`config.mk`:
```
export PLATFORM = sky130hd
export DESIGN_NAME = z80_alu_unit
export DESIGN_NICKNAME = d
export VERILOG_FILES = /design/src/hw/z80_pkg.sv /design/src/hw/z80_alu_unit.sv /design/src/hw/z80_alu_stage.sv /design/src/hw/z80_alu16.sv /design/src/hw/z80_alu8.sv /design/src/hw/z80_adder.sv
export SDC_FILE = /design/constraint.sdc
export NUM_CORES = 1
export LEC_CHECK = 0
export ABC_AREA = 1
export BUFFER_PORTS_ARGS = -buffer_cell sky130_fd_sc_hd__buf_2
export CAP_MARGIN = 20
export CORE_MARGIN = 1
export CORE_UTILIZATION = 35
export CTS_CLUSTER_DIAMETER = 40
export CTS_CLUSTER_SIZE = 40
export DETAILED_ROUTE_END_ITERATION = 16
export GPL_ROUTABILITY_DRIVEN = 0
export HOLD_SLACK_MARGIN = 0.15
export SLEW_MARGIN = 20
export SYNTH_ARGS = -nofsm -noshare
export SYNTH_HDL_FRONTEND = slang
export SYNTH_SLANG_ARGS = --single-unit
```
`constraint.sdc`:
```
create_clock -name clk -period 4 [get_ports clk]
set_input_delay 0.4 -clock clk [delete_from_list [all_inputs] [get_ports clk]]
set_output_delay 0.4 -clock clk [all_outputs]
set_load 0.02 [all_outputs]
```
`src/hw/z80_pkg.sv`:
```
`default_nettype none

package z80_pkg;

    // function codes shared by both ALUs and the stage
    typedef enum logic [3:0] {
        ALU_ADD = 4'd0,
        ALU_ADC = 4'd1,
        ALU_SUB = 4'd2,
        ALU_SBC = 4'd3,
        ALU_AND = 4'd4,
        ALU_XOR = 4'd5,
        ALU_OR  = 4'd6,
        ALU_CP  = 4'd7,
        ALU_RLC = 4'd8,
        ALU_RRC = 4'd9,
        ALU_RL  = 4'd10,
        ALU_RR  = 4'd11,
        ALU_SLA = 4'd12,
        ALU_SRA = 4'd13,
        ALU_SLL = 4'd14,
        ALU_SRL = 4'd15
    } alu_func_e;

    // bit positions inside F
    localparam int FLAG_C  = 0;
    localparam int FLAG_N  = 1;
    localparam int FLAG_PV = 2;
    localparam int FLAG_3  = 3;
    localparam int FLAG_H  = 4;
    localparam int FLAG_5  = 5;
    localparam int FLAG_Z  = 6;
    localparam int FLAG_S  = 7;

    // undocumented bits carried over from the old F
    localparam logic [7:0] FLAG_KEEP_MASK = (8'h01 << FLAG_5) | (8'h01 << FLAG_3);

    typedef struct packed {
        alu_func_e   func;
        logic        wide;      // 1 selects the 16-bit ALU
        logic [15:0] x;
        logic [15:0] y;
    } alu_req_t;

    typedef struct packed {
        logic [15:0] result;    // upper byte zero on 8-bit ops
        logic        write_en;
    } alu_rsp_t;

endpackage

`default_nettype wire
```
`src/hw/z80_alu_unit.sv`:
```
`timescale 1ns/1ps
`default_nettype none

module z80_alu_unit (
    input  logic              clk,
    input  logic              reset,
    input  logic              req_valid,
    input  logic              f_load,
    input  z80_pkg::alu_req_t req,
    input  logic [7:0]        f_load_value,
    output logic              rsp_valid,
    output z80_pkg::alu_rsp_t rsp,
    output logic [7:0]        f
);

    logic [15:0]        alu_x;
    logic [15:0]        alu_y;
    z80_pkg::alu_func_e alu_func;
    logic [7:0]         alu_f_in;
    logic [7:0]         alu8_out;
    logic [7:0]         alu8_f;
    logic [15:0]        alu16_out;
    logic [7:0]         alu16_f;

    z80_alu_stage u_stage (
        .clk          (clk),
        .reset        (reset),
        .req_valid    (req_valid),
        .f_load       (f_load),
        .req          (req),
        .f_load_value (f_load_value),
        .alu_x        (alu_x),
        .alu_y        (alu_y),
        .alu_func     (alu_func),
        .alu_f_in     (alu_f_in),
        .alu8_out     (alu8_out),
        .alu8_f       (alu8_f),
        .alu16_out    (alu16_out),
        .alu16_f      (alu16_f),
        .rsp_valid    (rsp_valid),
        .rsp          (rsp),
        .f            (f)
    );

    // low bytes only on the 8-bit side
    z80_alu8 u_alu8 (
        .x    (alu_x[7:0]),
        .y    (alu_y[7:0]),
        .func (alu_func),
        .f_in (alu_f_in),
        .out  (alu8_out),
        .f    (alu8_f)
    );

    z80_alu16 u_alu16 (
        .x    (alu_x),
        .y    (alu_y),
        .func (alu_func),
        .f_in (alu_f_in),
        .out  (alu16_out),
        .f    (alu16_f)
    );

endmodule

`default_nettype wire

```
`src/hw/z80_alu_stage.sv`:
```
`timescale 1ns/1ps
`default_nettype none

module z80_alu_stage (
    input  logic               clk,
    input  logic               reset,
    input  logic               req_valid,
    input  logic               f_load,
    input  z80_pkg::alu_req_t  req,
    input  logic [7:0]         f_load_value,
    output logic [15:0]        alu_x,
    output logic [15:0]        alu_y,
    output z80_pkg::alu_func_e alu_func,
    output logic [7:0]         alu_f_in,
    input  logic [7:0]         alu8_out,
    input  logic [7:0]         alu8_f,
    input  logic [15:0]        alu16_out,
    input  logic [7:0]         alu16_f,
    output logic               rsp_valid,
    output z80_pkg::alu_rsp_t  rsp,
    output logic [7:0]         f
);

    z80_pkg::alu_req_t req_q;
    logic              req_pending;  // req_q holds a live request
    logic [7:0]        f_q;
    logic [15:0]       sel_out;
    logic [7:0]        sel_f;
    logic              rsp_valid_q;
    logic              write_en_q;
    logic [15:0]       result_q;

    always_ff @(posedge clk) begin
        if (req_valid) begin
            req_q <= req;
        end
    end

    always_ff @(posedge clk) begin
        if (reset) begin
            req_pending <= 1'b0;
        end else begin
            req_pending <= req_valid;
        end
    end

    // both ALUs see the same operands
    assign alu_x    = req_q.x;
    assign alu_y    = req_q.y;
    assign alu_func = req_q.func;
    assign alu_f_in = f_q;

    assign sel_out = req_q.wide ? alu16_out : {8'h00, alu8_out};
    assign sel_f   = req_q.wide ? alu16_f : alu8_f;

    always_ff @(posedge clk) begin
        if (reset) begin
            f_q <= 8'h00;
        end else if (f_load && !req_valid) begin
            f_q <= f_load_value;             // load wins over the flag update
        end else if (req_pending) begin
            f_q <= sel_f;
        end
    end

    always_ff @(posedge clk) begin
        if (reset) begin
            rsp_valid_q <= 1'b0;
            write_en_q  <= 1'b0;
        end else begin
            rsp_valid_q <= req_pending;
            write_en_q  <= req_pending && (req_q.func != z80_pkg::ALU_CP);  // cp only flags
        end
    end

    always_ff @(posedge clk) begin
        if (req_pending) begin
            result_q <= sel_out;
        end
    end

    assign rsp_valid    = rsp_valid_q;
    assign rsp.result   = result_q;
    assign rsp.write_en = write_en_q;
    assign f            = f_q;

endmodule

`default_nettype wire

```
`src/hw/z80_alu16.sv`:
```
`timescale 1ns/1ps
`default_nettype none

// arithmetic only with H out of bit 11
module z80_alu16 (
    input  logic [15:0]        x,
    input  logic [15:0]        y,
    input  z80_pkg::alu_func_e func,
    input  logic [7:0]         f_in,
    output logic [15:0]        out,
    output logic [7:0]         f
);

    logic        carry;
    logic [15:0] add_out;
    logic [7:0]  add_f;
    logic [15:0] adc_out;
    logic [7:0]  adc_f;
    logic [15:0] sub_out;
    logic [7:0]  sub_f;
    logic [15:0] sbc_out;
    logic [7:0]  sbc_f;
    logic [7:0]  f_raw;

    assign carry = f_in[z80_pkg::FLAG_C];

    z80_adder #(.WIDTH(16)) u_add (
        .x(x), .y(y), .carry_in(1'b0), .sub_y(1'b0), .sum(add_out), .f(add_f)
    );

    z80_adder #(.WIDTH(16)) u_adc (
        .x(x), .y(y), .carry_in(carry), .sub_y(1'b0), .sum(adc_out), .f(adc_f)
    );

    z80_adder #(.WIDTH(16)) u_sub (
        .x(x), .y(~y), .carry_in(1'b1), .sub_y(1'b1), .sum(sub_out), .f(sub_f)
    );

    z80_adder #(.WIDTH(16)) u_sbc (
        .x(x), .y(~y), .carry_in(~carry), .sub_y(1'b1), .sum(sbc_out), .f(sbc_f)
    );

    always_comb begin
        case (func)
            z80_pkg::ALU_ADD: begin
                out   = add_out;
                f_raw = add_f;
            end
            z80_pkg::ALU_ADC: begin
                out   = adc_out;
                f_raw = adc_f;
            end
            z80_pkg::ALU_SUB, z80_pkg::ALU_CP: begin
                out   = sub_out;
                f_raw = sub_f;
            end
            z80_pkg::ALU_SBC: begin
                out   = sbc_out;
                f_raw = sbc_f;
            end
            default: begin                // no 16-bit logic or shifts
                out   = '0;
                f_raw = f_in;
            end
        endcase
    end

    assign f = (f_raw & ~z80_pkg::FLAG_KEEP_MASK) | (f_in & z80_pkg::FLAG_KEEP_MASK);

endmodule

`default_nettype wire

```
`src/hw/z80_alu8.sv`:
```
`timescale 1ns/1ps
`default_nettype none

module z80_alu8 (
    input  logic [7:0]         x,
    input  logic [7:0]         y,
    input  z80_pkg::alu_func_e func,
    input  logic [7:0]         f_in,
    output logic [7:0]         out,
    output logic [7:0]         f
);

    // sign, zero, parity flags shared by logic ops and shifts
    function automatic logic [7:0] szp_flags(input logic [7:0] v, input logic h,
                                             input logic c);
        logic [7:0] r;
        r = '0;
        r[z80_pkg::FLAG_S]  = v[7];
        r[z80_pkg::FLAG_Z]  = (v == 8'h00);
        r[z80_pkg::FLAG_H]  = h;
        r[z80_pkg::FLAG_PV] = ~^v;  // set on even parity
        r[z80_pkg::FLAG_C]  = c;
        return r;
    endfunction

    logic       carry;
    logic [7:0] add_out;
    logic [7:0] add_f;
    logic [7:0] adc_out;
    logic [7:0] adc_f;
    logic [7:0] sub_out;
    logic [7:0] sub_f;
    logic [7:0] sbc_out;
    logic [7:0] sbc_f;
    logic [7:0] logic_out;
    logic       rot_right;
    logic       rot_fill;  // bit entering the vacated end
    logic [7:0] rot_out;
    logic       rot_c;
    logic [7:0] f_raw;

    assign carry = f_in[z80_pkg::FLAG_C];

    z80_adder #(.WIDTH(8)) u_add (
        .x(x), .y(y), .carry_in(1'b0), .sub_y(1'b0), .sum(add_out), .f(add_f)
    );

    z80_adder #(.WIDTH(8)) u_adc (
        .x(x), .y(y), .carry_in(carry), .sub_y(1'b0), .sum(adc_out), .f(adc_f)
    );

    // x - y as x + ~y + 1
    z80_adder #(.WIDTH(8)) u_sub (
        .x(x), .y(~y), .carry_in(1'b1), .sub_y(1'b1), .sum(sub_out), .f(sub_f)
    );

    // x - y - c as x + ~y + ~c
    z80_adder #(.WIDTH(8)) u_sbc (
        .x(x), .y(~y), .carry_in(~carry), .sub_y(1'b1), .sum(sbc_out), .f(sbc_f)
    );

    always_comb begin
        case (func)
            z80_pkg::ALU_AND: logic_out = x & y;
            z80_pkg::ALU_XOR: logic_out = x ^ y;
            default:          logic_out = x | y;
        endcase
    end

    assign rot_right = (func == z80_pkg::ALU_RRC) || (func == z80_pkg::ALU_RR)
                    || (func == z80_pkg::ALU_SRA) || (func == z80_pkg::ALU_SRL);

    always_comb begin
        case (func)
            z80_pkg::ALU_RLC: rot_fill = x[7];
            z80_pkg::ALU_RRC: rot_fill = x[0];
            z80_pkg::ALU_RL:  rot_fill = carry;   // through carry
            z80_pkg::ALU_RR:  rot_fill = carry;
            z80_pkg::ALU_SRA: rot_fill = x[7];    // keep the sign
            z80_pkg::ALU_SLL: rot_fill = 1'b1;
            default:          rot_fill = 1'b0;    // sla, srl
        endcase
    end

    assign rot_out = rot_right ? {rot_fill, x[7:1]} : {x[6:0], rot_fill};
    assign rot_c   = rot_right ? x[0] : x[7];     // bit pushed off the end

    always_comb begin
        case (func)
            z80_pkg::ALU_ADD: begin
                out   = add_out;
                f_raw = add_f;
            end
            z80_pkg::ALU_ADC: begin
                out   = adc_out;
                f_raw = adc_f;
            end
            z80_pkg::ALU_SUB, z80_pkg::ALU_CP: begin
                out   = sub_out;
                f_raw = sub_f;
            end
            z80_pkg::ALU_SBC: begin
                out   = sbc_out;
                f_raw = sbc_f;
            end
            z80_pkg::ALU_AND, z80_pkg::ALU_XOR, z80_pkg::ALU_OR: begin
                out   = logic_out;
                f_raw = szp_flags(logic_out, func == z80_pkg::ALU_AND, 1'b0);
            end
            default: begin                        // rotates and shifts
                out   = rot_out;
                f_raw = szp_flags(rot_out, 1'b0, rot_c);
            end
        endcase
    end

    assign f = (f_raw & ~z80_pkg::FLAG_KEEP_MASK) | (f_in & z80_pkg::FLAG_KEEP_MASK);

endmodule

`default_nettype wire

```
`src/hw/z80_adder.sv`:
```
`timescale 1ns/1ps
`default_nettype none

// carry_in and an inverted y turn this into the Z80 subtractor
module z80_adder #(
    parameter int WIDTH = 8
) (
    input  logic [WIDTH-1:0] x,
    input  logic [WIDTH-1:0] y,
    input  logic             carry_in,
    input  logic             sub_y,
    output logic [WIDTH-1:0] sum,
    output logic [7:0]       f
);

    logic [WIDTH-4:0] lo;           // low slice plus half carry
    logic [3:0]       mid;          // three bits below the msb
    logic [1:0]       top;          // msb and final carry
    logic             half_carry;
    logic             penult_carry;
    logic             carry_out;

    assign lo = {1'b0, x[WIDTH-5:0]} + {1'b0, y[WIDTH-5:0]}
              + {{(WIDTH-4){1'b0}}, carry_in};
    assign half_carry = lo[WIDTH-4];

    assign mid = {1'b0, x[WIDTH-2:WIDTH-4]} + {1'b0, y[WIDTH-2:WIDTH-4]}
               + {3'b000, half_carry};
    assign penult_carry = mid[3];   // carry into the sign bit

    assign top = {1'b0, x[WIDTH-1]} + {1'b0, y[WIDTH-1]} + {1'b0, penult_carry};
    assign carry_out = top[1];

    assign sum = {top[0], mid[2:0], lo[WIDTH-5:0]};

    always_comb begin
        f = '0;                     // bits 5 and 3 stay zero here
        f[z80_pkg::FLAG_S]  = sum[WIDTH-1];
        f[z80_pkg::FLAG_Z]  = (sum == '0);
        f[z80_pkg::FLAG_H]  = half_carry ^ sub_y;        // half borrow when subtracting
        f[z80_pkg::FLAG_PV] = carry_out ^ penult_carry;  // signed overflow
        f[z80_pkg::FLAG_N]  = sub_y;
        f[z80_pkg::FLAG_C]  = carry_out ^ sub_y;         // borrow when subtracting
    end

endmodule

`default_nettype wire

```
==> impl_metrics.toml, run 1 <==
[clock_network]
ctsLongestPathBuffers = 2
clock_latency_ns = 0.35
clock-sinks = 64
cts_hold_buf = 0
cts_buffers = 9
clk_pin_slew_ns = 0.06
cts_tree = "yes"
htreeDepth = 3
clock-root-buffer = "clkbuf_16"

[timing]
setup_ws_ns = -0.8241
whs_ns = 0.2246
period_needed_ns = 4.824
drv_slew = 0
finClkSkew_ns = 0.008099
relSlewSlack_pct = 37.93
post-route-period-util_pct = 120.6
rsz0062_at_grt = "yes"
tightestPinTransition_ns = 0.9298
fmax_ghz = 0.2073
hold_viol_final = 0
setup_viol = 6

[setup_path]
max_stage_delay_ns = 0.52
r2r_start = "u_stage.alu_y[2]"
crit_fanout = 7
required_ns = 4.29
r2r-end = "u_stage.alu_f_in[6]"
critPathTopFamily = "simple AND/OR/NAND/NOR gates"
r2r_cells = 33
crit_arrival_ns = 5.11
crit_buf_inv = 4
path_class = "flop to flop"
critPathLaunchType = "flop"
r2r_setup_slack_ns = -0.82
crit_slowest_cell = "fa_1"
cp-end-kind = "flop"

[die]
coreArea_um2 = 19720
row_count = 51
dieArea_um2 = 20960
die_x_um = 144.8
ios = 75
start_util_pct = 36.18
die_y_um = 144.8

[finish]
utilization_pct = 49.49
nets = 1375
fillers = 1963
fin_cells = 1512
areaGrowthSynthToFinish_pct = 36.78
insertedDiodeCount = 0
final_layout_size_suffix_gt1_share_pct = 32.96

[yosys]
yosys.area.top_type = "edfxtp_1"
ys_seq_area_share_pct = 25.39
synth-edff-count = 53
synth_fp_nets = 1114
synth_area_leaders = "edfxtp_1, ha_1, nand2_1"
async_reset_ff_share_pct = 0
ys_ff_latch = 64
yosysTopAreaCellShare_pct = 22.31
syn_inst = 981
avgSynthCellArea_um2 = 7.273
synth-main-ff-cell = "edfxtp_1"
synth.distinct_cells = 58
yosysWarnings = 0
synth.cell_area_um2 = 7134

[outcome]
failed_checks = "negative setup slack"
status = "finished, violations left"

[drt]
drt_iter0_drc = 603
num_vias = 7599
drt-wirelength-per-cell_um = 15.79
drtAntennaViolNets = 0
route.detailed.drc = 0
viasPerCell = 5.026
totalWireLength_um = 23880
drt_pass1_iterations = 5

[min_path]
min_from = "req[13]"
min_path_cells = 1
whs_endpoint = "u_stage.alu_y[13]"
hp-class = "input port to flop"

[placement]
hpwlAfterDp_um = 19290
pre_cts_slack_ns = -1.021
io_buffers = 74
dp.cells = 1464

[global_route]
grt_pass1_vias = 7444
grt_start_max_net_pins = 39
antenna_found_initial = 0
grt_pass1_wl_um = 37690
overflow = 0
grtUsageTotal_pct = 23.94

[power_and_ir_drop]
finalPower_mw = 3.636
vdd_drop_max_v = 0.0002396
p_leak_nw = 4.734
powerDensity_nw_per_um2 = 372.6

[job]
drv_cap = 0
## cells in the final DEF (no fill, tap or decap), types with 4 or more instances in the layout
cell / n
nand2_1: 230
buf_4: 194
inv_1: 124
nor2_1: 89
buf_2: 74
nand3_1: 73
ha_1: 61
edfxtp_1: 53
o21ai_0: 29
a21oi_1: 22
nand2_2: 20
o22ai_1: 20
inv_2: 19
xor2_1: 18
nand4_1: 16
nor2_2: 14
o221ai_1: 14
xnor2_1: 13
fa_1: 11
dfxtp_1: 11
nor2_4: 10
clkbuf_16: 10
nand3_2: 9
nor3_1: 9
a221oi_1: 9
or2_2: 7
xor2_2: 6
ha_2: 5
buf_6: 5
a21oi_2: 4
ha_4: 4
## cell usage after synthesis (13+ instances only)
| library cell | instances |
|---|---|
| fa_1 | 14 |
| inv_1 | 134 |
| o21ai_0 | 32 |
| nand2_2 | 17 |
| xor2_1 | 23 |
| nand2_1 | 233 |
| o22ai_1 | 21 |
| nand4_1 | 16 |
| nor2_1 | 94 |
| ha_1 | 70 |
| o221ai_1 | 16 |
| a21oi_1 | 24 |
| xnor2_1 | 13 |
| edfxtp_1 | 53 |
| nand3_1 | 78 |
## kinds of logic (layout without fill, tap and decap cells)
family          after synthesis  in the layout  share of synthesized area, %
compound gates              133            133                         12.49
xor+xnor                     38             38                         4.876
fa+ha+maj                    84             84                         16.20
buf+inv                     171            437                         9.769
flops                        64             64                         25.39
simple gates                491            491                         31.27
## final cells by class
cell class	instances	area, um2	share of cell area [%]
clock inverter	4	25.02	0.2564
clock buffer	12	267.8	2.744
tap	265	331.6	3.398
sequential	64	1812	18.57
timing repair buffer	273	1883	19.30
inverter	148	565.5	5.796
multi-input combinational	746	4873	49.94
## repair_timing
item	in CTS	in global routing
endpoints found under the hold margin	0	0
gates cloned	0	0
gates resized for setup	14	38
setup buffers	20	16
setup endpoints to repair	6	9
pin swaps	10	17
## power by group
| part | leakage [nW] | internal (mW) | switching, mW |
|---|---|---|---|
| sequential | 0.589 | 0.786 | 0.0362 |
| clock | 0.148 | 0.475 | 0.313 |
| combinational | 4.00 | 0.877 | 1.15 |
| total | 4.73 | 2.14 | 1.50 |
## per-stage QoR
step | TNS (ns) | cell area [um2]
finish | -2.575 | 9758
global route | -4.133 | 9758
CTS | -2.441 | 9513
detailed placement | -3.207 | 9024
global placement | -3.006 | 9024
floorplan | -0.2698 | 7202
## routing by layer
metal  GRT usage (%)  wire [um]  vias to the layer above
li1                -          -                     3783
met3           3.850       1419                       66
met4           12.35       1236                        0
met2           39.75      10980                      299
met1           29.86      10250                     3451
met5               0          0                        -
## worst max path at each step
stage                           startpoint                  end  slack, ns  cells past startpoint
after global placement    u_stage.alu_x[1]  u_stage.alu_f_in[6]      -0.95                     34
after detailed placement  u_stage.alu_x[1]  u_stage.alu_f_in[6]      -1.02                     34
after CTS                 u_stage.alu_x[0]  u_stage.alu_f_in[6]      -0.75                     34
after global routing      u_stage.alu_x[0]  u_stage.alu_f_in[6]      -1.17                     34
after floorplan           u_stage.alu_x[0]  u_stage.alu_f_in[6]      -0.24                     33
final                     u_stage.alu_y[2]  u_stage.alu_f_in[6]      -0.82                     33
## state kept, by name, indices dropped and copies added, names as in the netlist
| register | flops |
|---|---|
| u_stage.req_pending | 1 |
| u_stage.alu_y | 16 |
| u_stage.result_q | 16 |
| u_stage.alu_x | 16 |
| u_stage.req_q | 1 |
| u_stage.alu_f_in | 8 |
| u_stage.alu_func | 4 |
| u_stage.rsp_valid | 1 |
| u_stage.write_en_q | 1 |
No activity file was read; power rests on OpenSTA's default activity.
==> run 2, diff against run 1 <==
--- a/config.mk
+++ b/config.mk
@@ -16,4 +16,5 @@
 export GPL_ROUTABILITY_DRIVEN = 0
 export HOLD_SLACK_MARGIN = 0.15
+export RECOVER_POWER = 100
 export SLEW_MARGIN = 20
 export SYNTH_ARGS = -nofsm -noshare
==> constraint.sdc (replaced) <==
create_clock -name clk -period 5.9 [get_ports clk]
set_input_delay 0.295 -clock clk [delete_from_list [all_inputs] [get_ports clk]]
set_output_delay 0.295 -clock clk [all_outputs]
set_load 0.02 [all_outputs]
==> run 2 against run 1 <==
The flow finishes with violations (max-capacitance violations, max-slew violations). Register-to-register slack gained 1.4 ns. Design area decreased by 14%. Sequential share of layout area up 3.0 points. Wire length down 7.5%. Sequential power decreased by 31%. Maximum frequency shrank 8.9%. Total power shrank 40%. Worst hold slack worse by 0.038 ns. Die area unchanged. First-iteration DRC count is 2.0% higher. Highest routed layer unchanged.
==> impl_metrics.toml, run 2 (synthesis gave the netlist of run 1 again) <==
[outcome]
status = "finished, violations left"
failed_checks = "max-capacitance violations, max-slew violations"

[power_and_ir_drop]
finalPower_mw = 2.195
vdd_drop_max_v = 0.0001620
p_leak_nw = 3.877
powerDensity_nw_per_um2 = 260.9

[min_path]
hp-class = "input port to flop"
min_from = "f_load_value[5]"

[drt]
num_vias = 7007
drtAntennaViolNets = 0
drt-wirelength-per-cell_um = 16.27
top_layer = "met4"
wl_met1_um = 9727
dr_wl_met2_um = 10330
drt_pass1_iterations = 6
totalWireLength_um = 22080
dr_wl_met3_um = 1379
viasPerCell = 5.164
route.detailed.drc = 0
drt_iter0_drc = 615

[setup_path]
r2r_start = "u_stage.alu_x[0]"
crit_end = "u_stage.alu_f_in[6]"
required_ns = 6.20
crit_slowest_cell = "fa_1"
r2r-end = "u_stage.alu_f_in[6]"
cp-end-kind = "flop"
max_stage_delay_ns = 0.51
r2r_setup_slack_ns = 0.61
r2r_cells = 34
worstSetupStartpoint = "u_stage.alu_x[0]"
path_class = "flop to flop"
crit_arrival_ns = 5.59
crit_fanout = 5
critPathLaunchType = "flop"

[timing]
finClkSkew_ns = 0.008627
setup_viol = 0
tns_ns = 0
hold_viol_final = 0
tightestPinTransition_ns = 2.226
drv_slew = 40
rsz0062_at_grt = "no"
period_needed_ns = 5.293
fmax_ghz = 0.1889
relSlewSlack_pct = -48.40
post-route-period-util_pct = 89.71

[die]
coreArea_um2 = 19720
die_x_um = 144.8
die_y_um = 144.8
dieArea_um2 = 20960
start_util_pct = 36.18
row_count = 51
ios = 75

[placement]
io_buffers = 74
hpwlAfterDp_um = 17270
dp.cells = 1304

[finish]
utilization_pct = 42.66
final_cell_mix = "nand2_1, inv_1, nor2_1"
areaGrowthSynthToFinish_pct = 17.91
fin_cells = 1357
mostFrequentLayoutCell = "nand2_1"
nets = 1220
final_layout_size_suffix_gt1_share_pct = 12.55
insertedDiodeCount = 0

[clock_network]
clock_latency_ns = 0.36
clock-root-buffer = "clkbuf_16"
clk_pin_slew_ns = 0.06
htreeDepth = 3
cts_setup_buffers = 0
clock-sinks = 64
ctsLongestPathBuffers = 2
cts_buffers = 9
cts_tree = "yes"

[job]
drv_cap = 1

[global_route]
antenna_found_initial = 0
overflow = 0
grtUsageTotal_pct = 22.08
grt_pass1_vias = 6693
grt_start_max_net_pins = 40
grt_pass1_wl_um = 34490
run 2: cell count changes in the layout (fill, tap and decap cells not counted), sizes merged:
cell	change
dlygate4sd3	+37
buf	-219
inv	-1
clkbuf	+28
run 2: where the power goes:
group | internal, mW | leakage [nW] | switching [mW]
Sequential | 0.534 | 0.589 | 0.0310
Clock | 0.375 | 0.168 | 0.229
Combinational | 0.346 | 3.12 | 0.680
Total | 1.26 | 3.88 | 0.940
run 2: worst min-delay path by stage:
stage | to | depth (start not counted) | slack (ns)
floorplan | u_stage.alu_f_in[1] | 1 | 0.37
global placement | u_stage.alu_f_in[3] | 2 | 0.45
detailed placement | u_stage.alu_f_in[3] | 2 | 0.45
CTS | u_stage.alu_f_in[3] | 3 | 0.18
global route | u_stage.alu_f_in[3] | 3 | 0.18
finish | u_stage.alu_f_in[5] | 3 | 0.19
run 2: timing repair:
action                    in CTS  in global routing
hold endpoints to repair      37                  0
hold buffers                  37                  0
resized for setup              0                  0
run 2: through the flow:
stage,setup WS [ns],hold slack (ns),instance area (um2)
6_report,0.6070,0.1871,8412
2_1_floorplan,1.498,0.3730,7134
3_5_place_dp,0.7244,0.4542,7755
4_1_cts,0.6832,0.1822,8463
3_3_place_gp,0.7686,0.4466,7755
5_1_grt,0.06064,0.1850,8412
run 2: layout make-up:
class,count,area (um2)
clock buffer,13,314.1
clock inverter,3,23.77
fill,2044,11310
inverter,148,563.0
multi-input combinational,746,4611
sequential,64,1812
tap,265,331.6
timing repair buffer,118,757.0
run 2: critical path: cells and delay by family, from the launching register on:
family                     cells  cell delay [ns]
AOI/OAI and AO/OA              2             0.28
buffers and inverters          4             0.38
xor gates and xnor gates       1             0.19
and+or+nand+nor               22             2.27
adders and majority gates      5             1.70
DFF                            1             0.42
run 2: per-layer routing:
layer / global-route usage (%) / vias to the layer above
met5: 0 / -
met4: 9.584 / 0
met3: 3.653 / 47
met2: 36.26 / 259
met1: 28.49 / 3226
li1: - / 3475
